[src/design/int_mem_pkg.sv]
package int_mem_pkg;

   // bus widths shared by every block of the memory subsystem
   localparam int DATA_W = 32;
   localparam int ADDR_W = 32;
   localparam int STRB_W = DATA_W / 8;

   // master to slave request
   // a read carries wstrb all zero
   typedef struct packed {
      logic              valid;
      logic [ADDR_W-1:0] addr;
      logic [DATA_W-1:0] wdata;
      logic [STRB_W-1:0] wstrb;
   } bus_req_t;

   // slave to master response
   // rdata is valid together with rvalid, one cycle after acceptance
   typedef struct packed {
      logic [DATA_W-1:0] rdata;
      logic              rvalid;
      logic              ready;
   } bus_resp_t;

endpackage

[src/design/ibus_merge.sv]
`timescale 1ns/1ns

module ibus_merge (
   input  logic                   clk_i,
   input  logic                   rst_n_i,
   input  int_mem_pkg::bus_req_t  hi_req_i,
   input  int_mem_pkg::bus_req_t  lo_req_i,
   input  int_mem_pkg::bus_resp_t s_resp_i,
   output int_mem_pkg::bus_resp_t hi_resp_o,
   output int_mem_pkg::bus_resp_t lo_resp_o,
   output int_mem_pkg::bus_req_t  s_req_o
);

   logic hi_sel;
   logic s_rd_acc;
   // master whose read is in flight
   logic owner_q;

   // high priority master takes the port whenever it asks
   assign hi_sel = hi_req_i.valid;

   always_comb begin
      s_req_o = hi_sel ? hi_req_i : lo_req_i;
   end

   assign s_rd_acc = s_req_o.valid && s_resp_i.ready && (s_req_o.wstrb == '0);

   always_ff @(posedge clk_i) begin
      if (!rst_n_i) begin
         owner_q <= 1'b0;
      end else if (s_rd_acc) begin
         owner_q <= hi_sel;
      end
   end

   // loser sees ready low and keeps its request
   always_comb begin
      hi_resp_o.rdata  = s_resp_i.rdata;
      hi_resp_o.rvalid = s_resp_i.rvalid && owner_q;
      hi_resp_o.ready  = s_resp_i.ready && hi_sel;
      lo_resp_o.rdata  = s_resp_i.rdata;
      lo_resp_o.rvalid = s_resp_i.rvalid && !owner_q;
      lo_resp_o.ready  = s_resp_i.ready && !hi_sel;
   end

   // read data handed to the low master belongs to a read it issued
   a_lo_rvalid : assert property (@(posedge clk_i) disable iff (!rst_n_i)
      lo_resp_o.rvalid |-> $past(lo_req_i.valid && lo_resp_o.ready));

endmodule

[config.mk]
export PLATFORM = sky130hd
export DESIGN_NAME = ibus_merge
export DESIGN_NICKNAME = d
export VERILOG_FILES = /design/src/design/int_mem_pkg.sv /design/src/design/ibus_merge.sv
export SDC_FILE = /design/constraint.sdc
export NUM_CORES = 1
export LEC_CHECK = 0
export ABC_AREA = 1
export BUFFER_PORTS_ARGS = -buffer_cell sky130_fd_sc_hd__buf_2
export CAP_MARGIN = 20
export CORE_AREA = 10 10 112 114
export DETAILED_ROUTE_END_ITERATION = 16
export DIE_AREA = 0 0 122 124
export PLACE_DENSITY = 0.58
export SYNTH_ARGS = -nofsm -noshare
export SYNTH_HDL_FRONTEND = slang
export SYNTH_SLANG_ARGS = --single-unit
[constraint.sdc]
create_clock -name clk_i -period 0.9 [get_ports clk_i]
set_clock_uncertainty 0.15 [all_clocks]
set_input_delay 0.09 -clock clk_i [delete_from_list [all_inputs] [get_ports clk_i]]
set_output_delay 0.09 -clock clk_i [all_outputs]
set_load 0.02 [all_outputs]
==> metrics.txt <==
# TYPE chip_impl_metric gauge
chip_impl_metric{name="max_freq",unit="MHz"} 921
chip_impl_metric{name="sequentialPowerShare",unit=""} 0.026
chip_impl_metric{name="number_of_antenna_violations_at_the_first_check_in_global_routing",unit=""} 0
chip_impl_metric{name="report.final.setup_viol",unit=""} 70
chip_impl_metric{name="total_power",unit="mW"} 1.80
chip_impl_metric{name="swShare",unit=""} 0.505
chip_impl_metric{name="yosysSeqAreaShare",unit=""} 0.0137
chip_impl_info{name="layout_top_registers",value="owner_q (1)"} 1
chip_impl_metric{name="largest_register_ff_count",unit=""} 1
chip_impl_metric{name="pwr_per_cell_area",unit="nW/um^2"} 614
chip_impl_metric{name="final_max_slew_viol_count",unit=""} 0
chip_impl_metric{name="postLayoutSetupSlackWorst",unit="ps"} -186
chip_impl_metric{name="core.rowCount",unit=""} 37
chip_impl_info{name="reg2reg_to",value="owner_q"} 1
chip_impl_metric{name="clock_latency",unit="ps"} 0
chip_impl_metric{name="clock_power_share",unit=""} 0
chip_impl_metric{name="ff2ff_path_depth",unit=""} 2
chip_impl_metric{name="fin_hold_ws",unit="ps"} 30.0
chip_impl_metric{name="grt_pass1_vias",unit=""} 2273
chip_impl_metric{name="worst-endpoint-arrival",unit="ps"} 820
chip_impl_info{name="crit_path_start_kind",value="input pin"} 1
chip_impl_metric{name="netlist_instances",unit=""} 308
chip_impl_metric{name="switchingPower",unit="mW"} 0.907
chip_impl_metric{name="core-area",unit="sq um"} 10200
chip_impl_metric{name="pwr-share-comb",unit=""} 0.974
chip_impl_metric{name="syn_to_final_growth",unit="%"} 100
chip_impl_metric{name="synthesis.area_per_instance",unit="sq um"} 4.75
chip_impl_metric{name="vdd_drop_max",unit="mV"} 0.342
chip_impl_metric{name="cts_hold_buf",unit=""} 0
chip_impl_info{name="hold-path-endpoint",value="hi_resp_o[14]"} 1
chip_impl_metric{name="dr.pass1.iters",unit=""} 4
chip_impl_info{name="grt_setup_unrepaired",value="yes"} 1
chip_impl_metric{name="placed_area",unit="sq um"} 2450
chip_impl_info{name="min_from",value="s_resp_i[14]"} 1
chip_impl_metric{name="postSynthNetCount",unit=""} 482
chip_impl_metric{name="fp.dieArea",unit="sq um"} 15100
chip_impl_info{name="failed_checks",value="setup timing"} 1
chip_impl_metric{name="route.detailed.drc",unit=""} 0
chip_impl_metric{name="final.min_clock_period",unit="ps"} 1090
chip_impl_metric{name="worst-endpoint-required",unit="ps"} 640
chip_impl_metric{name="ys_seq_elements",unit=""} 1
chip_impl_metric{name="ys_warn_count",unit=""} 0
chip_impl_metric{name="detailedRoute.firstIterationViolations",unit=""} 40
chip_impl_metric{name="detailedPlacementHpwl",unit="um"} 6690
chip_impl_metric{name="setup.reg_to_reg.worst_slack",unit="ps"} 180
chip_impl_metric{name="detail_route.wl_per_cell",unit="um"} 13.3
chip_impl_metric{name="design.portCount",unit=""} 311
chip_impl_metric{name="total_global_routing_overflow",unit=""} 0
chip_impl_metric{name="worstPathMaxFanout",unit=""} 6
chip_impl_metric{name="gp_routability_congestion",unit=""} 0.800
chip_impl_info{name="max_flop_register",value="owner_q"} 1
chip_impl_metric{name="max_slew.worst_pin.slew",unit="ps"} 130
chip_impl_info{name="setup.worst_path.class",value="in2reg"} 1
chip_impl_metric{name="layout-drive-gt1-share",unit=""} 0.698
chip_impl_info{name="worst_setup_path_startpoint",value="hi_req_i[68]"} 1
chip_impl_metric{name="sum_neg_setup_slack",unit="ps"} -7000
chip_impl_metric{name="finalInstanceArea",unit="sq um"} 2930
chip_impl_info{name="run_status",value="finished with violations"} 1
chip_impl_metric{name="clk_transition_reported_paths",unit="ps"} 0
chip_impl_info{name="critPathCaptureType",value="flip-flop"} 1
chip_impl_metric{name="p_leak",unit="nW"} 1.81
chip_impl_metric{name="die_h",unit="um"} 124
chip_impl_metric{name="finished_core_util",unit=""} 0.286
chip_impl_metric{name="max-slew-margin-rel",unit=""} 0.913
chip_impl_metric{name="grt_max_degree",unit=""} 30
chip_impl_metric{name="holdPathStages",unit=""} 0
chip_impl_metric{name="antenna-diode-count",unit=""} 0
chip_impl_metric{name="first_pass_grt_wire_length",unit="um"} 11100
chip_impl_metric{name="drtAntennaViolNets",unit=""} 0
chip_impl_metric{name="min_period_over_period",unit=""} 1.21
chip_impl_metric{name="start_util",unit=""} 0.143
chip_impl_metric{name="cell_area_synth",unit="sq um"} 1460
chip_impl_metric{name="via_count",unit=""} 2226
chip_impl_metric{name="report.final.hold_viol_count",unit=""} 0
chip_impl_metric{name="layout.nets",unit=""} 637
chip_impl_info{name="worst_flop_to_flop_path_startpoint",value="owner_q"} 1
chip_impl_metric{name="routed_wirelength",unit="um"} 7920
chip_impl_metric{name="drv.max_cap_violation_count",unit=""} 0
chip_impl_info{name="min-delay-path-class",value="in2out"} 1
chip_impl_metric{name="internal-power",unit="mW"} 0.889
chip_impl_metric{name="grt_util_all_layers",unit=""} 0.0863
chip_impl_metric{name="yosysUniqueCellTypes",unit=""} 14
chip_impl_metric{name="via_per_inst",unit=""} 3.73
chip_impl_metric{name="die_w",unit="um"} 122
chip_impl_metric{name="io_buffer_count",unit=""} 214
[worst max-delay path, cell delays in order]
cell and delay [ps]:
sky130_fd_sc_hd__buf_12 110, sky130_fd_sc_hd__buf_12 130, sky130_fd_sc_hd__or2_4 240, sky130_fd_sc_hd__nand2_4 70, sky130_fd_sc_hd__nor2_4 40, sky130_fd_sc_hd__a21oi_2 100, sky130_fd_sc_hd__nor2_1 40
[logic make-up (layout without fill, tap and decap cells)]
group,Yosys count,after routing,share of synthesized area
buffers and inverters,90,243,0.421
and+or+nand+nor,216,216,0.562
AOI/OAI and AO/OA,1,1,0.00342
DFF,1,1,0.0137
[layout make-up]
| type | instances | area (sq um) |
|---|---|---|
| Timing Repair Buffer | 232 | 1580 |
| Fill cell | 1145 | 7300 |
| Inverter | 11 | 48.8 |
| Sequential cell | 1 | 20.0 |
| Multi-Input combinational cell | 217 | 1110 |
| Tap cell | 136 | 170 |
[cells in the final DEF, fill, tap and decap left out]
cell type,netlist,final
sky130_fd_sc_hd__nand2_2,0,70
sky130_fd_sc_hd__nand2_4,0,11
sky130_fd_sc_hd__nor2_1,5,2
sky130_fd_sc_hd__clkinv_1,2,2
sky130_fd_sc_hd__buf_2,7,144
sky130_fd_sc_hd__nand2_1,209,128
sky130_fd_sc_hd__nor2_4,0,3
sky130_fd_sc_hd__nand3_2,1,1
sky130_fd_sc_hd__a21oi_2,0,1
sky130_fd_sc_hd__or2_4,1,1
sky130_fd_sc_hd__buf_12,0,7
sky130_fd_sc_hd__buf_6,1,27
sky130_fd_sc_hd__buf_8,0,1
sky130_fd_sc_hd__inv_1,7,6
sky130_fd_sc_hd__inv_8,0,1
sky130_fd_sc_hd__buf_4,69,53
sky130_fd_sc_hd__inv_2,1,2
sky130_fd_sc_hd__dfxtp_1,1,1
[how the worst max path moves through the flow]
stage	end	slack, ps
6_report	owner_q	-190
3_5_place_dp	owner_q	-250
4_1_cts	owner_q	-200
2_1_floorplan	owner_q	-90
3_3_place_gp	owner_q	-250
5_1_grt	owner_q	-230
[synthesized netlist by cell type, drive strengths merged]
cell    number  area (sq um)
inv          9          36.3
buf         77           564
nand2      209           785
dfxtp        1          20.0
a21oi        1          5.00
or2          1          8.76
nor2         5          18.8
nand3        1          10.0
clkinv       2          7.51
clkbuf       2          7.51
[through the flow]
step,setup slack [ps],std cells
final,-186,597
after CTS,-205,596
after floorplan,-93.0,308
after detailed placement,-253,594
after global routing,-227,597
after global placement,-249,594
[repair_timing]
| item | CTS | global route |
|---|---|---|
| endpoints found under the hold margin | 0 | 0 |
| resized for setup | 62 | 91 |
| buffers inserted | 2 | 1 |
| pin swaps | 11 | 11 |
| setup endpoints to repair | 72 | 72 |
[per-layer routing]
layer / track usage / part of all wire / vias to the layer above
met5: 0 / 0 / -
met4: 0.0164 / 0.015 / 0
met3: 0.0462 / 0.13 / 18
met2: 0.168 / 0.54 / 124
met1: 0.0774 / 0.31 / 941
li1: - / - / 1143
[power by group through the flow]
stage | clock, mW | combinational (mW) | sequential (mW)
final | 0 | 1.75 | 0.0472
after global routing | 0 | 1.89 | 0.0475
after CTS | 0 | 1.57 | 0.0471
after detailed placement | 0 | 1.44 | 0.0471
after global placement | 0 | 1.43 | 0.0471
after floorplan | 0 | 1.20 | 0.0468
Power figures use the tool's default switching activity.
