## src/design/int_mem_pkg.sv

```systemverilog
package int_mem_pkg;

   // bus widths shared by every block of the memory subsystem
   localparam int DATA_W = 32;
   localparam int ADDR_W = 32;
   localparam int STRB_W = DATA_W / 8;

   // master to slave request
   // a read carries wstrb all zero
   typedef struct packed {
      logic              valid;
      logic [ADDR_W-1:0] addr;
      logic [DATA_W-1:0] wdata;
      logic [STRB_W-1:0] wstrb;
   } bus_req_t;

   // slave to master response
   // rdata is valid together with rvalid, one cycle after acceptance
   typedef struct packed {
      logic [DATA_W-1:0] rdata;
      logic              rvalid;
      logic              ready;
   } bus_resp_t;

endpackage

```

## src/design/boot_ctrl.sv

```systemverilog
`timescale 1ns/1ns

module boot_ctrl #(
   parameter int SRAM_ADDR_W    = 12,
   parameter int BOOTROM_ADDR_W = 8
) (
   input  logic                           clk_i,
   input  logic                           rst_n_i,
   input  int_mem_pkg::bus_req_t          cpu_req_i,
   input  logic [int_mem_pkg::DATA_W-1:0] rom_rdata_i,
   output int_mem_pkg::bus_resp_t         cpu_resp_o,
   output int_mem_pkg::bus_req_t          sram_req_o,
   output logic                           rom_valid_o,
   output logic [BOOTROM_ADDR_W-3:0]      rom_addr_o,
   output logic                           boot_o,
   output logic                           cpu_rst_o
);
   import int_mem_pkg::*;

   localparam int SRAM_AW = SRAM_ADDR_W - 2;
   localparam int ROM_AW  = BOOTROM_ADDR_W - 2;
   // first SRAM word of the region that receives the ROM image
   localparam logic [SRAM_AW-1:0] TOP_BASE = SRAM_AW'((2 ** SRAM_AW) - (2 ** ROM_AW));

   typedef enum logic [1:0] {
      ST_COPY,
      ST_HOLD,
      ST_RUN
   } state_t;

   state_t            state_q;
   logic [ROM_AW-1:0] rd_cnt_q;
   logic              rd_done_q;
   logic              wr_valid_q;
   logic [ROM_AW-1:0] wr_idx_q;
   logic [1:0]        hold_cnt_q;
   logic              boot_q;
   logic              rvalid_q;
   logic              rdata_q;
   logic              last_wr;
   logic              cpu_wr;
   logic              cpu_rd;

   // rom read side of the copy pipeline
   assign rom_valid_o = (state_q == ST_COPY) && !rd_done_q;
   assign rom_addr_o  = rd_cnt_q;

   assign last_wr = wr_valid_q && (wr_idx_q == '1);

   // register writes are ignored while the copy runs
   assign cpu_wr = cpu_req_i.valid && (cpu_req_i.wstrb != '0) && (state_q != ST_COPY);
   assign cpu_rd = cpu_req_i.valid && (cpu_req_i.wstrb == '0);

   always_ff @(posedge clk_i) begin
      if (!rst_n_i) begin
         rd_cnt_q   <= '0;
         rd_done_q  <= 1'b0;
         wr_valid_q <= 1'b0;
      end else begin
         wr_valid_q <= rom_valid_o;
         if (rom_valid_o) begin
            rd_cnt_q <= rd_cnt_q + 1'b1;
            if (rd_cnt_q == '1) begin
               rd_done_q <= 1'b1;
            end
         end
      end
   end

   // word index trails the rom address by one cycle
   always_ff @(posedge clk_i) begin
      if (rom_valid_o) begin
         wr_idx_q <= rd_cnt_q;
      end
   end

   // sram write of the word the rom returns this cycle
   always_comb begin
      sram_req_o       = '0;
      sram_req_o.valid = wr_valid_q;
      sram_req_o.addr[SRAM_ADDR_W-1:0] = {TOP_BASE + SRAM_AW'(wr_idx_q), 2'b00};
      sram_req_o.wdata = rom_rdata_i;
      sram_req_o.wstrb = '1;
   end

   // copy, then run; a register write goes through a 4 cycle reset hold
   always_ff @(posedge clk_i) begin
      if (!rst_n_i) begin
         state_q    <= ST_COPY;
         hold_cnt_q <= '0;
         boot_q     <= 1'b1;
      end else begin
         case (state_q)
            ST_COPY: begin
               if (last_wr) begin
                  state_q <= ST_RUN;
               end
            end
            ST_HOLD: begin
               hold_cnt_q <= hold_cnt_q + 1'b1;
               if (hold_cnt_q == 2'd3) begin
                  state_q <= ST_RUN;
               end
            end
            default: ;
         endcase
         if (cpu_wr) begin
            boot_q     <= cpu_req_i.wdata[0];
            state_q    <= ST_HOLD;
            hold_cnt_q <= '0;
         end
      end
   end

   assign cpu_rst_o = (state_q != ST_RUN);
   assign boot_o    = boot_q;

   // boot flag readback
   always_ff @(posedge clk_i) begin
      if (!rst_n_i) begin
         rvalid_q <= 1'b0;
      end else begin
         rvalid_q <= cpu_rd;
      end
   end

   always_ff @(posedge clk_i) begin
      if (cpu_rd) begin
         rdata_q <= boot_q;
      end
   end

   always_comb begin
      cpu_resp_o.rdata  = {{(DATA_W-1){1'b0}}, rdata_q};
      cpu_resp_o.rvalid = rvalid_q;
      cpu_resp_o.ready  = 1'b1;
   end

   // sram writes only while the copy runs
   a_wr_in_copy : assert property (@(posedge clk_i) disable iff (!rst_n_i)
      sram_req_o.valid |-> (state_q == ST_COPY));

endmodule

```

## config.mk

```make
export PLATFORM = sky130hd
export DESIGN_NAME = boot_ctrl
export DESIGN_NICKNAME = d
export VERILOG_FILES = /design/src/design/int_mem_pkg.sv /design/src/design/boot_ctrl.sv
export SDC_FILE = /design/constraint.sdc
export NUM_CORES = 1
export LEC_CHECK = 0
export ABC_AREA = 1
export BUFFER_PORTS_ARGS = -buffer_cell sky130_fd_sc_hd__buf_4
export CAP_MARGIN = 10
export CORE_AREA = 2 2 84 86
export CTS_CLUSTER_DIAMETER = 80
export DETAILED_ROUTE_END_ITERATION = 16
export DIE_AREA = 0 0 86 88
export PLACE_DENSITY = 0.62
export SLEW_MARGIN = 40
export SYNTH_ARGS = -nofsm -noshare
export SYNTH_HDL_FRONTEND = slang
export SYNTH_SLANG_ARGS = --single-unit
```

## constraint.sdc

```tcl
create_clock -name clk_i -period 1.2 [get_ports clk_i]
set_input_delay 0.3 -clock clk_i [delete_from_list [all_inputs] [get_ports clk_i]]
set_output_delay 0.3 -clock clk_i [all_outputs]
set_load 0.02 [all_outputs]
```

==> results.md, run 1 <==
* Outcome: finished with violations
* Failing checks: setup timing
* Detailed placement HPWL at 1810 um
* Area grow syn2layout at -3.76%
* Chip Height at 88 um
* First-pass DRT Iterations at 3
* Unique masters post-synth at 24
* Terminus of the critical flop-to-flop path: wr_idx_q[0]
* Clock Skew at 0.00485 ns
* Initial DRC Count at 66
* Vias at 924
* Power consumption at 2.04 mW
* Most common cell after layout, fill and taps aside: conb_1
* # IOs at 215
* Clock slew at the register clock pins of the worst setup and hold paths at 0.08 ns
* Commonest cells after routing, fill and taps aside: conb_1 (62), buf_4 (32), nand2_1 (17), nor2_1 (12), inv_1 (8)
* Deepest clock path buffer count at 2
* Initial antenna violation count at 0
* Largest net degree at the start of global routing at 14
* CP Max Fanout at 3
* First-pass GRT wire length at 3360 um
* Post-Syn Area per Cell at 8.41 um2
* Final nets at 298
* Hold_ws at 0.281 ns
* RePlAce Congestion at 0.744
* Worst EP required at 0.90 ns
* DR DRC count at 0
* Hold Path Stages at 3
* RSZ-0062 raised after global routing: true
* Die Width at 86 um
* Final WL at 2260 um
* Setup violations, final at 2
* Worst ir drop on vdd at 0.000307 V
* Via/cell ratio at 3.40
* Hold Path Sink: boot_o
* Max Slew Vio Count at 0
* Worst setup EP type: output pin
* Layout cell share with drive strength beyond 1 at 31.3%
* Skew-Pair Late Insertion Delay at 0.26 ns
* Register area share after synthesis at 30.7%
* Post-synth EDFFs at 7
* Fmax at 783 MHz
* Synth async-reset ratio at 0%
* Combinational Power Share at 32.9%
* Clock power share at 23.2%
* Reg2Reg Depth at 5
* DP Worst Slack at 0.0637 ns
* Setup WS post-layout at -0.0773 ns
* H-tree levels at 1
* Global Route Usage Sum at 5.58%
* Die ar. at 7570 um2
* Initial core utilization at 24.0%
* Max Cap Viol at 0
* CTS Sinks at 21
* Post-route minimum period at 1.28 ns
* Fin crit share at 106%
* Seq cells post-synth at 21
* Reg2Reg Setup Slack at 0.04 ns
* Switching Share at 36.1%
* Sw power at 0.736 mW
* Synthesized cell area at 1600 um2
* Top_reg_cell synth: dfxtp_1
* Worst reg2reg path startpoint: state_q[0]
* P_int at 1.30 mW
* Hold/Removal Path Class: input port to flop
* CP arrival at 0.98 ns
* YS warnings at 0
* Reg power frac at 43.9%
* Cts bufs inserted at 3
* CTS root buf: clkbuf_8
* CTS tree: yes
* Diode count at 0
* Core area at 6640 um2
* Leak Pwr at 0.739 nW
* Critical path type: flop to output pin
* Hold buffers post-CTS at 0
* Number of routed nets with antenna violations at 0
* Post-synthesis instance total at 190
* Port Buffers at 25
* Rows at 30
* Vias in the first global route at 753
* Min-delay src: cpu_req_i[4]
* Critical Path Source Type: flop
* Final global-route overflow total at 0
* Hold Violations, Final at 0
* FILL cells at 738
* Drt wl/cell at 8.31 um
* PD cells at 1320 nW/um2
[metrics by stage]
stage	std cells	util, %	setup TNS (ns)	instance area (um2)
after floorplan	250	-	0	1820
after global placement	263	21.4	0	1420
after detailed placement	263	21.4	0	1420
after CTS	271	22.9	-0.287	1520
after global routing	272	23.1	-0.272	1540
final	272	23.1	-0.102	1540
[cell families (layout without fill, tap and decap cells)]
group / count (synthesis) / in the layout / share of synthesized area (%)
and+or+nand+nor: 45 / 45 / 13.3
other: 2 / 62 / 0.470
adders and majority gates: 2 / 2 / 1.57
buffers and inverters: 106 / 48 / 47.8
xor gates and xnor gates: 2 / 2 / 1.10
DFF: 21 / 21 / 30.7
AOI/OAI and AO/OA: 12 / 12 / 5.01
[flip-flops by register name (all words and copies together) (netlist names)]
name and flops:
boot_o 1, hold_cnt_q 2, rd_done_q 1, rdata_q 1, rom_addr_o 6, rvalid_q 1, state_q 2, wr_idx_q 6
wr_valid_q 1
[final cells by class]
| cell class | count | area [um2] | area share, % |
|---|---|---|---|
| Sequential cell | 21 | 503 | 32.7 |
| Multi-Input combinational cell | 123 | 573 | 37.3 |
| Tap cell | 80 | 100 | 6.51 |
| Timing Repair Buffer | 35 | 274 | 17.8 |
| Clock buffer | 3 | 41.3 | 2.69 |
| Clock inverter | 1 | 7.51 | 0.488 |
| Inverter | 9 | 38.8 | 2.52 |
[power by group through the flow]
stage          clock, mW  sequential (mW)  combinational, mW
3_5_place_dp           0            0.911              0.619
5_1_grt            0.518            0.913              0.726
6_report           0.472            0.894              0.670
2_1_floorplan          0            0.987              0.631
3_3_place_gp           0            0.906              0.616
4_1_cts            0.490            0.893              0.663
[critical path: stages, from the launching register on]
cell,delay [ns]
dfxtp_2,0.34
nor2_4,0.14
nand2_4,0.08
clkinv_4,0.05
buf_6,0.11
[cells in the mapped netlist, types with 2 or more instances]
cell	number	area [um2]
a21oi_1	4	20.0
nand3_1	6	30.0
nand4_1	2	12.5
buf_4	97	728
conb_1	2	7.51
inv_1	8	30.0
nor2_2	2	12.5
dfxtp_1	14	280
nand2_1	18	67.6
ha_1	2	25.0
a21oi_2	3	26.3
nor2_4	2	22.5
o21ai_0	2	10.0
nor2_1	12	45.0
edfxtp_1	7	210
[per-layer routing]
metal,global-route usage [%],wire length (um),vias up
met4,2.31,40,0
met5,0,0,-
met3,2.07,272,9
met1,5.74,825,409
met2,10.2,1120,65
li1,-,-,441
[worst max path at each step]
stage	from	end	cells after the start
6_report	state_q[0]	rom_valid_o	4
5_1_grt	state_q[1]	rom_valid_o	4
4_1_cts	state_q[1]	rom_valid_o	4
3_5_place_dp	state_q[1]	rom_valid_o	4
3_3_place_gp	state_q[1]	rom_valid_o	4
2_1_floorplan	rom_addr_o[0]	rom_addr_o[4]	6
[timing repair]
action                     in CTS  in global routing
gates resized for setup        10                  6
buffers inserted                4                  1
setup endpoints to repair       6                 13
pin swaps                       2                  2
Note: power is estimated with default switching activity, not from simulation.
==> inputs of run 2 (changes only) <==
Settings changed: REMOVE_ABC_BUFFERS from default to 1.
==> results.md, run 2 (synthesis gave the netlist of run 1 again) <==
* Drt wl/cell at 14.8 um
* Max Cap Viol at 0
* Rows at 30
* Post-route minimum period at 1.28 ns
* Clock Skew at 0.00463 ns
* CP top delay family: flip-flops
* Final nets at 298
* Diode count at 0
* Initial antenna violation count at 0
* Failing checks: setup timing
* FILL cells at 711
* Chip Height at 88 um
* P_int at 1.29 mW
* Fin crit share at 107%
* Sequential standard cell area at 504 um2
* Die Width at 86 um
* CP max-delay cell: dfxtp_4
* Combinational Power Share at 32.7%
* Critical Path Source Type: flop
* PD cells at 1320 nW/um2
* Hold buffers post-CTS at 0
* Setup WS post-layout at -0.0831 ns
* DR DRC count at 0
* CTS tree: yes
* Final WL at 4020 um
* Buffers & Inverters on Critical Path at 2
* Critical-path cell list: nor2_4, nand2_4, inv_4, buf_6
* CP Max Fanout at 3
* Worst EP required at 0.90 ns
* Reg power frac at 44.1%
* Number of routed nets with antenna violations at 0
* Design area at 1540 um2
* Switching Share at 36.5%
* Cts bufs inserted at 3
* Vias in the first global route at 786
* Initial core utilization at 24.0%
* Global Route Usage Sum at 9.93%
* Die ar. at 7570 um2
* Setup violations, final at 2
* # IOs at 215
* CTS Sinks at 21
* Worst ir drop on vdd at 0.000306 V
* Leak Pwr at 0.745 nW
* Layout cell share with drive strength beyond 1 at 30.2%
* First-pass DRT Iterations at 4
* Clock power share at 23.3%
* Fmax at 779 MHz
* Initial DRC Count at 80
* Deepest clock path buffer count at 2
* Largest net degree at the start of global routing at 14
* First-pass GRT wire length at 5150 um
* CTS root buf: clkbuf_8
* Crit-path max cell delay at 0.36 ns
* Core Util, Final at 23.2%
* Commonest cells after routing, fill and taps aside: conb_1 (62), buf_4 (32), nand2_1 (17), nor2_1 (12), inv_1 (8)
* RePlAce Congestion at 0.728
* RSZ-0062 raised after global routing: true
* Outcome: finished with violations
* Most common cell after layout, fill and taps aside: conb_1
* CP arrival at 0.98 ns
* Via/cell ratio at 3.56
* Core area at 6640 um2
* Detailed placement HPWL at 3390 um
* Hold/Removal Path Class: input port to flop
* Port Buffers at 25
* H-tree levels at 1
* Worst setup EP type: output pin
* Sw power at 0.742 mW
* Max Slew Vio Count at 0
* Final global-route overflow total at 0
* Area grow syn2layout at -3.37%
* Hold Violations, Final at 0
* Critical path type: flop to output pin
* Multi-input logic area at 581 um2
* DP Area at 1410 um2
* Vias at 968
* Skew-Pair Late Insertion Delay at 0.26 ns
* Clock slew at the register clock pins of the worst setup and hold paths at 0.07 ns
==> run 2: changes by cell type in the layout (fill, tap and decap cells not counted), sizes merged <==
cell | previous run | this run
inv | 8 | 9
clkinv | 1 | 0
==> run 2: tightest hold or removal path, delay by kind of cell <==
kind | cells | cell delay [ns]
simple gates | 2 | 0.14
buf+inv | 1 | 0.08
==> run 2: final cells by class <==
type / instances / share of cell area [%]
Clock buffer: 3 / 2.67
Clock inverter: 1 / 0.486
Inverter: 9 / 2.35
Multi-Input combinational cell: 123 / 37.6
Sequential cell: 21 / 32.7
Tap cell: 80 / 6.48
Timing Repair Buffer: 35 / 17.7
==> run 2: path summary, 6_finish.rpt <==
kind,start,end,slack [ns],depth (start not counted)
worst max register to register,state_q[1],state_q[1],0.06,6
worst min register to register,hold_cnt_q[1],hold_cnt_q[1],0.47,2
worst max-delay path,state_q[0],rom_valid_o,-0.08,4
worst min-delay path,cpu_req_i[4],boot_o,0.29,3
==> run 2: per-stage QoR <==
stage          setup TNS (ns)  power, mW  hold slack [ns]  setup slack [ns]  instances
2_1_floorplan               0       1.30            0.385           0.00657        153
6_report               -0.147       2.03            0.289           -0.0831        272
3_5_place_dp                0       1.52            0.453            0.0910        262
5_1_grt                -0.234       2.15            0.302            -0.118        272
3_3_place_gp                0       1.51            0.449             0.107        262
4_1_cts                -0.134       2.03            0.286           -0.0902        270
==> run 2: timing repair <==
item | in CTS | in global routing
gates cloned | 0 | 0
buffers inserted | 4 | 3
gates resized for setup | 11 | 4
setup endpoints to repair | 6 | 7
pin swaps | 2 | 4
==> run 2: power groups by stage <==
stage               logic (mW)  clock network (mW)  registers [mW]
finish                   0.664               0.473           0.896
global route             0.712               0.526           0.912
CTS                      0.648               0.485           0.896
detailed placement       0.607                   0           0.913
global placement         0.600                   0           0.908
floorplan                0.306                   0           0.994
==> run 2: routing by layer <==
metal  track usage (%)  routed length (um)
met1              7.50                 925
met2              17.9                2030
met3              4.34                 628
met4              10.4                 436
met5             0.649                   0
