<file path="src/design/int_mem_pkg.sv">
package int_mem_pkg;

   // bus widths shared by every block of the memory subsystem
   localparam int DATA_W = 32;
   localparam int ADDR_W = 32;
   localparam int STRB_W = DATA_W / 8;

   // master to slave request
   // a read carries wstrb all zero
   typedef struct packed {
      logic              valid;
      logic [ADDR_W-1:0] addr;
      logic [DATA_W-1:0] wdata;
      logic [STRB_W-1:0] wstrb;
   } bus_req_t;

   // slave to master response
   // rdata is valid together with rvalid, one cycle after acceptance
   typedef struct packed {
      logic [DATA_W-1:0] rdata;
      logic              rvalid;
      logic              ready;
   } bus_resp_t;

endpackage

</file>
<file path="src/design/bus_split.sv">
`timescale 1ns/1ns

module bus_split #(
   parameter int B_BIT = 31
) (
   input  logic                   clk_i,
   input  logic                   rst_n_i,
   input  int_mem_pkg::bus_req_t  m_req_i,
   input  int_mem_pkg::bus_resp_t s0_resp_i,
   input  int_mem_pkg::bus_resp_t s1_resp_i,
   output int_mem_pkg::bus_resp_t m_resp_o,
   output int_mem_pkg::bus_req_t  s0_req_o,
   output int_mem_pkg::bus_req_t  s1_req_o
);

   logic sel;
   logic m_rd_acc;
   // slave that took the last read
   logic rd_sel_q;

   assign sel = m_req_i.addr[B_BIT];

   // only the addressed slave sees valid
   always_comb begin
      s0_req_o       = m_req_i;
      s0_req_o.valid = m_req_i.valid && !sel;
      s1_req_o       = m_req_i;
      s1_req_o.valid = m_req_i.valid && sel;
   end

   assign m_rd_acc = m_req_i.valid && m_resp_o.ready && (m_req_i.wstrb == '0);

   always_ff @(posedge clk_i) begin
      if (!rst_n_i) begin
         rd_sel_q <= 1'b0;
      end else if (m_rd_acc) begin
         rd_sel_q <= sel;
      end
   end

   // ready follows the live selection, read data the registered one
   always_comb begin
      m_resp_o.ready = sel ? s1_resp_i.ready : s0_resp_i.ready;
      if (rd_sel_q) begin
         m_resp_o.rdata  = s1_resp_i.rdata;
         m_resp_o.rvalid = s1_resp_i.rvalid;
      end else begin
         m_resp_o.rdata  = s0_resp_i.rdata;
         m_resp_o.rvalid = s0_resp_i.rvalid;
      end
   end

   // the slaves share one master, so their answers never overlap
   a_one_rvalid : assert property (@(posedge clk_i) disable iff (!rst_n_i)
      !(s0_resp_i.rvalid && s1_resp_i.rvalid));

endmodule

</file>
<file path="config.mk">
export PLATFORM = sky130hd
export DESIGN_NAME = bus_split
export DESIGN_NICKNAME = d
export VERILOG_FILES = /design/src/design/int_mem_pkg.sv /design/src/design/bus_split.sv
export SDC_FILE = /design/constraint.sdc
export NUM_CORES = 1
export LEC_CHECK = 0
export ABC_AREA = 1
export BUFFER_PORTS_ARGS = -buffer_cell sky130_fd_sc_hd__buf_2
export CAP_MARGIN = 10
export CORE_AREA = 2 2 122 124
export DETAILED_ROUTE_END_ITERATION = 16
export DIE_AREA = 0 0 124 126
export SLEW_MARGIN = 10
export SYNTH_ARGS = -nofsm -noshare
export SYNTH_HDL_FRONTEND = slang
export SYNTH_SLANG_ARGS = --single-unit
</file>
<file path="constraint.sdc">
create_clock -name clk_i -period 1.1 [get_ports clk_i]
set_clock_uncertainty 0.15 [all_clocks]
set_input_delay 0.055 -clock clk_i [delete_from_list [all_inputs] [get_ports clk_i]]
set_output_delay 0.055 -clock clk_i [all_outputs]
set_load 0.01 [all_outputs]
</file>
==> results of run 1 <==
power breakdown:
part	total (µW)	internal, µW	switching [µW]
sequential	37.1	35.4	1.73
combinational	884	490	395
clock	0.000122	0.000122	0
final cells by class:
class                      instances  area [µm²]
antenna                            1       2.502
fill                            1587       11980
inverter                           5       18.77
multi-input combinational         46       546.8
sequential                         1       23.77
tap                              184       230.2
timing repair buffer             187        1511
routing by layer:
layer	wire length, µm	vias to the layer above	global-route usage, %
li1	-	567	-
met1	1511	556	4.013
met2	2916	187	12.35
met3	942	4	1.857
met4	10	2	0.2644
met5	11	-	0
kinds of logic after synthesis:
group	share of synthesized area (%)
flops	1.204
mux	28.89
buf+inv	66.82
simple gates	2.784
compound gates	0.3007
worst max-delay path: cells and delay by family, from the launching register on:
kind / cells / cell delay, ps
multiplexers: 1 / 320
buffers and inverters: 2 / 310
flip-flops: 1 / 410
through the flow:
step	std cells	power [µW]	hold slack, ps	cell area, µm²	setup WS, ps
final	424	921.2	139.3	2333	-153.3
after global routing	423	984.4	152.9	2331	-174.2
after CTS	423	926.5	148.6	2331	-157.3
after detailed placement	358	464.0	-39.90	1428	-198.1
after global placement	358	458.9	-39.90	1428	-180.7
after floorplan	192	722.0	7.531	1664	6.837
path summary, 6_finish.rpt:
check	start	to	slack, ps
max	rd_sel_q	m_resp_o[24]	-150
min	rst_n_i	rd_sel_q	140
max reg2reg	rd_sel_q	rd_sel_q	290
min reg2reg	rd_sel_q	rd_sel_q	430
placed cells by master (no fill, tap or decap):
cell type,n
a21oi_1,1
buf_12,1
buf_16,2
buf_2,89
buf_6,32
dfxtp_4,1
diode_2,1
dlygate4sd3_1,63
inv_1,5
mux2_4,33
nand2_1,7
nand3_1,1
nor2_1,4
timing repair:
item / CTS / global route
setup buffers: 0 / 0
endpoints found under the hold margin: 126 / 0
hold buffers: 63 / 0
endpoints found under the setup margin: 33 / 33
resized for setup: 40 / 0
cloned: 2 / 0
==> summary.md, run 1 <==
| Metric | Value |
|---|---|
| Fin crit share | 113.9% |
| Routability cong. | around 0.64 |
| HPWL after detailed placement | ~4100 µm |
| #FFs+latches synth | 1 |
| Die ar. | 0.01562 mm² |
| WP data required | 890 ps |
| Synthesized cell area | 0.001663 mm² |
| Biggest register | rd_sel_q |
| IO buf count | 121 |
| Die Span X | approximately 120 µm |
| Seq/Total Area, Yosys | between 1 and 1.5% |
| Worst hold stages | 3 |
| Slew Limit Fails | 0 |
| Post-synth top cells | 136 x buf_4, 29 x mux2_4, 7 x nand2_1, 5 x inv_1 |
| Synth warn | 0 |
| Synthesis-to-layout area growth | 40.33% |
| Worst-margin pin slew | between 200 and 300 ps |
| RSZ-0062 raised after global routing | true |
| Synth Net Count | between 300 and 400 |
| CP Cell Sequence | buf_16 -> mux2_4 -> buf_6 |
| Ports | between 300 and 400 |
| Share of cells above drive strength 1 | between 60% and 70% |
| Count leader, synth | buf_4 |
| Post-synth top area cell | buf_4 |
| Final core utilization | between 10% and 20% |
| Via count | between 1,000 and 1,500 |
| Global-route wire length before repair | just over 6000 µm |
| Final worst setup slack | -153.3 ps |
| Crit path launch type | register |
| Max reg flops | 1 |
| Slowest CP cell | dfxtp_4 |
| Via density per instance | ~3.1 |
| Power Density | 394.8 mW/mm² |
| Final hold viol count | 0 |
| Die Ht | 126 µm |
| Drt drc | 0 |
| Largest fanout on the critical path | 16 |
| F_max | 797.9 MHz |
| Setup-failing EPs final | 33 |
| CP Data Arrival Time | between 1000 and 1500 ps |
| Max-cap viol count | 0 |
| Worst hold-check path type | input port to register |
| Tmin final | approximately 1300 ps |
| R2R depth | 2 |
| Maximum vdd drop | 0.09037 mV |
| Vias in the first global route | 1,255 |
| WL/cell | roughly 13 µm |
| Core ar. | 0.01431 mm² |
| Ys async rst share | 0% |
| Leak pwr | 0.001128 µW |
| Initial Utilization | between 10% and 20% |
| Run status | complete, but fails checks |
| Crit path largest cell delay | around 400 ps |
| Drt total wl | roughly 5400 µm |
| Setup TNS | -4174 ps |
| Largest registers | rd_sel_q x1 |
| Total grt overflow | 0 |
| Mean post-synth cell area | between 8 and 9 µm² |
| Failing checks | negative setup slack |
| Area contributors post-synth | buf_4 61%, mux2_4 26%, buf_12 3.6%, mux2_2 2.7%, nand2_1 1.6% |
| Worst Path Class, Setup | register to output pin |
| Worst Setup End Kind | output pin |
| Initial antenna violation count | 3 |
| Yosys cell types | 11 |
| Drt initial violations | 32 |
| Share of the synthesized area in the top cell type | just over 60% |
| EDFF count, synth | 0 |
| Slew headroom | between 80% and 90% |
| Syn Inst Count | roughly 190 |
| Clock slew at reported path FFs | 0 ps |
| Largest net degree at the start of global routing | 17 |
| FP Rows | 44 |
| Most used DFF post-synth | dfxtp_1 |
| GR Util All Layers | between 5 and 6% |
| Final net count | 380 |
| First-pass detailed-route iteration total | 3 |
| Clock Latency Late Sink | 0 ps |
| Antenna viol nets, final | 0 |
No activity file was read; power rests on OpenSTA's default activity.
==> run 2, diff against run 1 <==
--- a/config.mk
+++ b/config.mk
@@ -11,6 +11,7 @@
 export CORE_AREA = 2 2 122 124
 export DETAILED_ROUTE_END_ITERATION = 16
 export DIE_AREA = 0 0 124 126
+export SETUP_SLACK_MARGIN = 0.15
 export SLEW_MARGIN = 10
 export SYNTH_ARGS = -nofsm -noshare
 export SYNTH_HDL_FRONTEND = slang
==> run 2 against run 1 <==
The run still ends with negative setup slack left. Cell count increased by 0.24%. Final area grew 0.59%. Via count is 1.5% lower. Highest routed layer is now met4.
==> summary.md, run 2 (synthesis results as in run 1) <==
| Metric | Value |
|---|---|
| Global-route wire length before repair | approximately 6100 µm |
| FP Rows | between 40 and 50 |
| Crit path largest cell delay | ~400 ps |
| Die Span X | between 100 and 150 µm |
| Hold WS | between 150 and 200 ps |
| Commonest non-fill, non-tap cell in the layout | buf_2 |
| Worst-margin pin slew | between 200 and 300 ps |
| Drt initial violations | 14 |
| Final net count | ~380 |
| Total grt overflow | 0 |
| Final worst setup slack | -108.3 ps |
| IO buf count | 121 |
| Initial antenna violation count | 0 |
| Via density per instance | approximately 3.0 |
| Maximum vdd drop | approximately 0.086 mV |
| GR Util All Layers | slightly above 5% |
| Failing checks | negative setup slack |
| Worst hold-check path type | input port to register |
| Vias in the first global route | 1,242 |
| Finished Layout Cells | approximately 430 |
| Ports | about 310 |
| Core ar. | 0.01431 mm² |
| Initial Utilization | 11.62% |
| Share of cells above drive strength 1 | slightly below 70% |
| Final hold viol count | 0 |
| Post-route cell area | about 0.0023 mm² |
| Drt drc | 0 |
| First-pass detailed-route iteration total | 4 |
| Buf/Inv on CP | 2 |
| Synthesis-to-layout area growth | 41.16% |
| Slowest CP cell | dfxtp_4 |
| CP Cell Sequence | buf_12 -> mux2_4 -> buf_6 |
| Clock Latency Late Sink | 0 ps |
| Drt total wl | about 5300 µm |
| Cell area after placement | around 0.0015 mm² |
| Antenna viol nets, final | 0 |
| Fin crit share | 109.8% |
| WP data required | 890 ps |
| Run status | complete, but fails checks |
| Clock slew at reported path FFs | 0 ps |
| CP Data Arrival Time | 1000 ps |
| Max-cap viol count | 0 |
| Setup TNS | -2887 ps |
| Max reg flops | 1 |
| Inst Count DP | 359 |
| Leak pwr | 0.001167 µW |
| Crit path launch type | register |
| Tmin final | approximately 1200 ps |
| Slew headroom | between 80% and 90% |
| RSZ-0062 raised after global routing | true |
| Setup-failing EPs final | 33 |
| Largest registers | rd_sel_q x1 |
| Post-Place Worst Slack | -159.4 ps |
| Die Ht | between 100 and 150 µm |
| F_max | 827.6 MHz |
| Worst Path Class, Setup | register to output pin |
| WL/cell | roughly 12 µm |
| Biggest register | rd_sel_q |
| Largest net degree at the start of global routing | 14 |
| Largest fanout on the critical path | 13 |
| CP top delay family | flip-flops |
| Power Density | about 390 mW/mm² |
| Worst Setup End Kind | output pin |
| Most frequent cells in the layout | 90 x buf_2, 59 x dlygate4sd3_1, 32 x mux2_4, 31 x buf_6, 7 x nand2_1 |
| Slew Limit Fails | 0 |
| Routability cong. | roughly 0.65 |
| Diodes inserted | 0 |
| HPWL after detailed placement | 4213 µm |
| Via count | about 1,300 |
| Die ar. | between 0.015 and 0.02 mm² |
## run 2: cell count changes in the layout (fill, tap and decap cells not counted), moves of 2 or more
cell / change
dlygate4sd3_1: -4
dlymetal6s4s_1: +4
buf_4: +2
nor2_1: -2
nor2_2: +2
## run 2: metrics by stage
step	util [%]	power [µW]
after CTS	16.14	923.0
after detailed placement	10.14	473.1
after global placement	10.14	470.8
after floorplan	-	722.9
final	16.40	924.4
after global routing	16.40	989.9
## run 2: what timing repair did
action / in CTS / in global routing
endpoints found under the hold margin: 126 / 0
resized for setup: 33 / 9
hold buffers: 63 / 0
cloned: 1 / 0
buffers inserted: 1 / 1
endpoints found under the setup margin: 34 / 42
## run 2: layer usage
layer / routed length (µm) / vias to the layer above / share of wire [%] / GRT usage (%)
met5: 0 / - / 0 / 0
met4: 12 / 0 / 0.23 / 0.1983
met3: 833 / 2 / 16 / 0.7246
met2: 3055 / 178 / 58 / 12.96
met1: 1377 / 551 / 26 / 3.796
li1: - / 565 / - / -
## run 2: final cells by class
type                       count  area, µm²
sequential                     1      23.77
timing repair buffer         189       1523
inverter                       5      18.77
tap                          184      230.2
fill                        1578      11970
multi-input combinational     46      551.8
## run 2: worst paths after layout
path                               start            to  slack [ps]  depth (start not counted)
worst max register to register  rd_sel_q      rd_sel_q          20                          4
worst min-delay path             rst_n_i      rd_sel_q         160                          3
worst max-delay path            rd_sel_q  m_resp_o[26]        -110                          3
worst min register to register  rd_sel_q      rd_sel_q         690                          4
## run 2: worst register-to-register path, stage by stage, from the launching register on
cell,delay (ps)
dfxtp_4,360
buf_12,160
buf_4,140
a21oi_2,110
nor2_2,50
## run 2: where the power goes
group	internal (µW)	switching (µW)	total, µW
registers	35.4	1.36	36.7
logic	489	399	888
clock network	0	0	0
total	524	400	924
==> run 3, diff against run 2 <==
--- a/config.mk
+++ b/config.mk
@@ -11,6 +11,7 @@
 export CORE_AREA = 2 2 122 124
 export DETAILED_ROUTE_END_ITERATION = 16
 export DIE_AREA = 0 0 124 126
+export RECOVER_POWER = 50
 export SETUP_SLACK_MARGIN = 0.15
 export SLEW_MARGIN = 10
 export SYNTH_ARGS = -nofsm -noshare
==> run 3 against run 2 <==
The run still ends with negative setup slack left. Wire length increased by 0.21%. Hold slack about the same. Via count about the same. Die area unchanged. Sequential cell count unchanged.
==> summary.md, run 3 (synthesis results as in run 1) <==
| Metric | Value |
|---|---|
| Run status | complete, but fails checks |
| Failing checks | negative setup slack |
| Worst hold-check path type | input port to register |
| CP endpoint | m_resp_o[26] |
| Core ar. | 0.01431 mm² |
| CP Cell Sequence | buf_12 -> mux2_4 -> buf_6 |
| Sw Share | ~44% |
| Share of cells above drive strength 1 | around 62% |
| Worst Setup SP | rd_sel_q |
| Capture point of the worst reg-to-reg path | rd_sel_q |
| Die ar. | 0.01562 mm² |
| Slowest CP cell | dfxtp_4 |
| Max-cap viol count | 0 |
| R2R depth | 4 |
| Most frequent cells in the layout | 77 x buf_2, 59 x dlygate4sd3_1, 32 x mux2_4, 31 x buf_6, 13 x clkbuf_1 |
| Final hold viol count | 0 |
| Die Span X | 124 µm |
| Combinational power share | a little over nine tenths |
| Drt initial violations | 14 |
| Clock slew at reported path FFs | 0 ps |
| Crit path launch type | register |
| Routability cong. | about 0.65 |
| Clk pwr share | 0% |
| Slew Limit Fails | 0 |
| Final net count | ~380 |
| Commonest non-fill, non-tap cell in the layout | buf_2 |
| Global-route wire length before repair | roughly 6100 µm |
| Diodes inserted | 0 |
| Power Density | between 300 and 400 mW/mm² |
| Maximum vdd drop | 0.08331 mV |
| Synthesis-to-layout area growth | 39.58% |
| Biggest register | rd_sel_q |
| Via count | 1,295 |
| Fin crit share | 109.7% |
| Setup-failing EPs final | 33 |
| Net Switching | approximately 400 µW |
| Worst hold start | rst_n_i |
| Reg2reg start | rd_sel_q |
| Total grt overflow | 0 |
| Crit path largest cell delay | slightly below 400 ps |
| Register share of total power | ~4.0% |
| Worst Setup End Kind | output pin |
| CP Data Arrival Time | 1000 ps |
| Max reg flops | 1 |
| HPWL after detailed placement | ~4200 µm |
| IO buf count | approximately 120 |
| Setup TNS | -2886 ps |
| Leak pwr | about 0.0011 µW |
| Slew headroom | a little over 80% |
| Drt drc | 0 |
| F_max | 828.8 MHz |
| WP data required | ~890 ps |
| Largest fanout on the critical path | 13 |
| Initial antenna violation count | 0 |
| Hold WS | around 160 ps |
| Largest registers | rd_sel_q x1 |
| WL/cell | roughly 12 µm |
| GR Util All Layers | around 5.2% |
| Drt total wl | about 5300 µm |
| RSZ-0062 raised after global routing | true |
| Die Ht | between 100 and 150 µm |
| Int Pwr | just over 500 µW |
| First-pass detailed-route iteration total | 4 |
| Via density per instance | slightly above 3 |
| Clock Latency Late Sink | 0 ps |
| Finished Layout Cells | approximately 430 |
| Worst-margin pin slew | 273.8 ps |
| Largest net degree at the start of global routing | 14 |
| Initial Utilization | between 10% and 20% |
| Inst Count DP | approximately 360 |
| Antenna viol nets, final | 0 |
| Final worst setup slack | -106.6 ps |
| Vias in the first global route | roughly 1,200 |
| Tmin final | 1207 ps |
| FP Rows | 44 |
| Worst Path Class, Setup | register to output pin |
| Ports | ~310 |
| Flop-to-flop setup slack | about 20 ps |
==> run 3: cell count changes in the layout (fill, tap and decap cells not counted) <==
cell,before,now
buf_2,90,77
clkbuf_1,0,13
dlymetal6s4s_1,4,0
clkdlybuf4s25_1,0,4
==> run 3: cell type report <==
class                      instances  area, µm²
tap                              184      230.2
timing repair buffer             189       1496
multi-input combinational         46      551.8
sequential                         1      23.77
inverter                           5      18.77
fill                            1592      11990
==> run 3: worst max-delay path, delay by kind of cell, from the launching register on <==
| kind | cells | cell delay, ps |
|---|---|---|
| multiplexers | 1 | 320 |
| flip-flops | 1 | 390 |
| buffers and inverters | 2 | 290 |
==> run 3: through the flow <==
step	utilization [%]	instance area [µm²]	power (µW)	setup WS (ps)
finish	16.22	2321	916.4	-106.6
global placement	10.14	1451	470.8	-146.5
global route	16.22	2321	981.5	-133.6
detailed placement	10.14	1451	473.1	-159.4
CTS	16.14	2310	923.0	-142.8
floorplan	-	1668	722.9	6.837
==> run 3: layer usage <==
layer	track usage [%]	part of all wire (%)	wire length (µm)
met1	3.796	26	1377
met2	12.96	58	3055
met3	0.7246	16	843
met4	0.1983	0.23	12
met5	0	0	0
==> run 3: power by group through the flow <==
stage	logic, µW	clock network, µW	registers (µW)
5_1_grt	945	0	36.9
3_5_place_dp	435	0	38.4
2_1_floorplan	685	0	37.7
4_1_cts	886	0	36.9
6_report	880	0	36.7
3_3_place_gp	432	0	38.3
==> run 3: worst min path at each step <==
stage	end	slack (ps)	cells after the start
after floorplan	s0_req_o[68]	8	1
after global placement	s0_req_o[54]	-40	0
after detailed placement	s0_req_o[54]	-40	0
after CTS	rd_sel_q	170	3
after global routing	rd_sel_q	180	3
final	rd_sel_q	160	3
==> run 3: what timing repair did <==
item                       in CTS  in global routing
setup endpoints to repair      34                 42
gates cloned                    1                  0
resized for setup              33                  9
hold endpoints to repair      126                  0
hold buffers                   63                  0
buffers inserted                1                  1
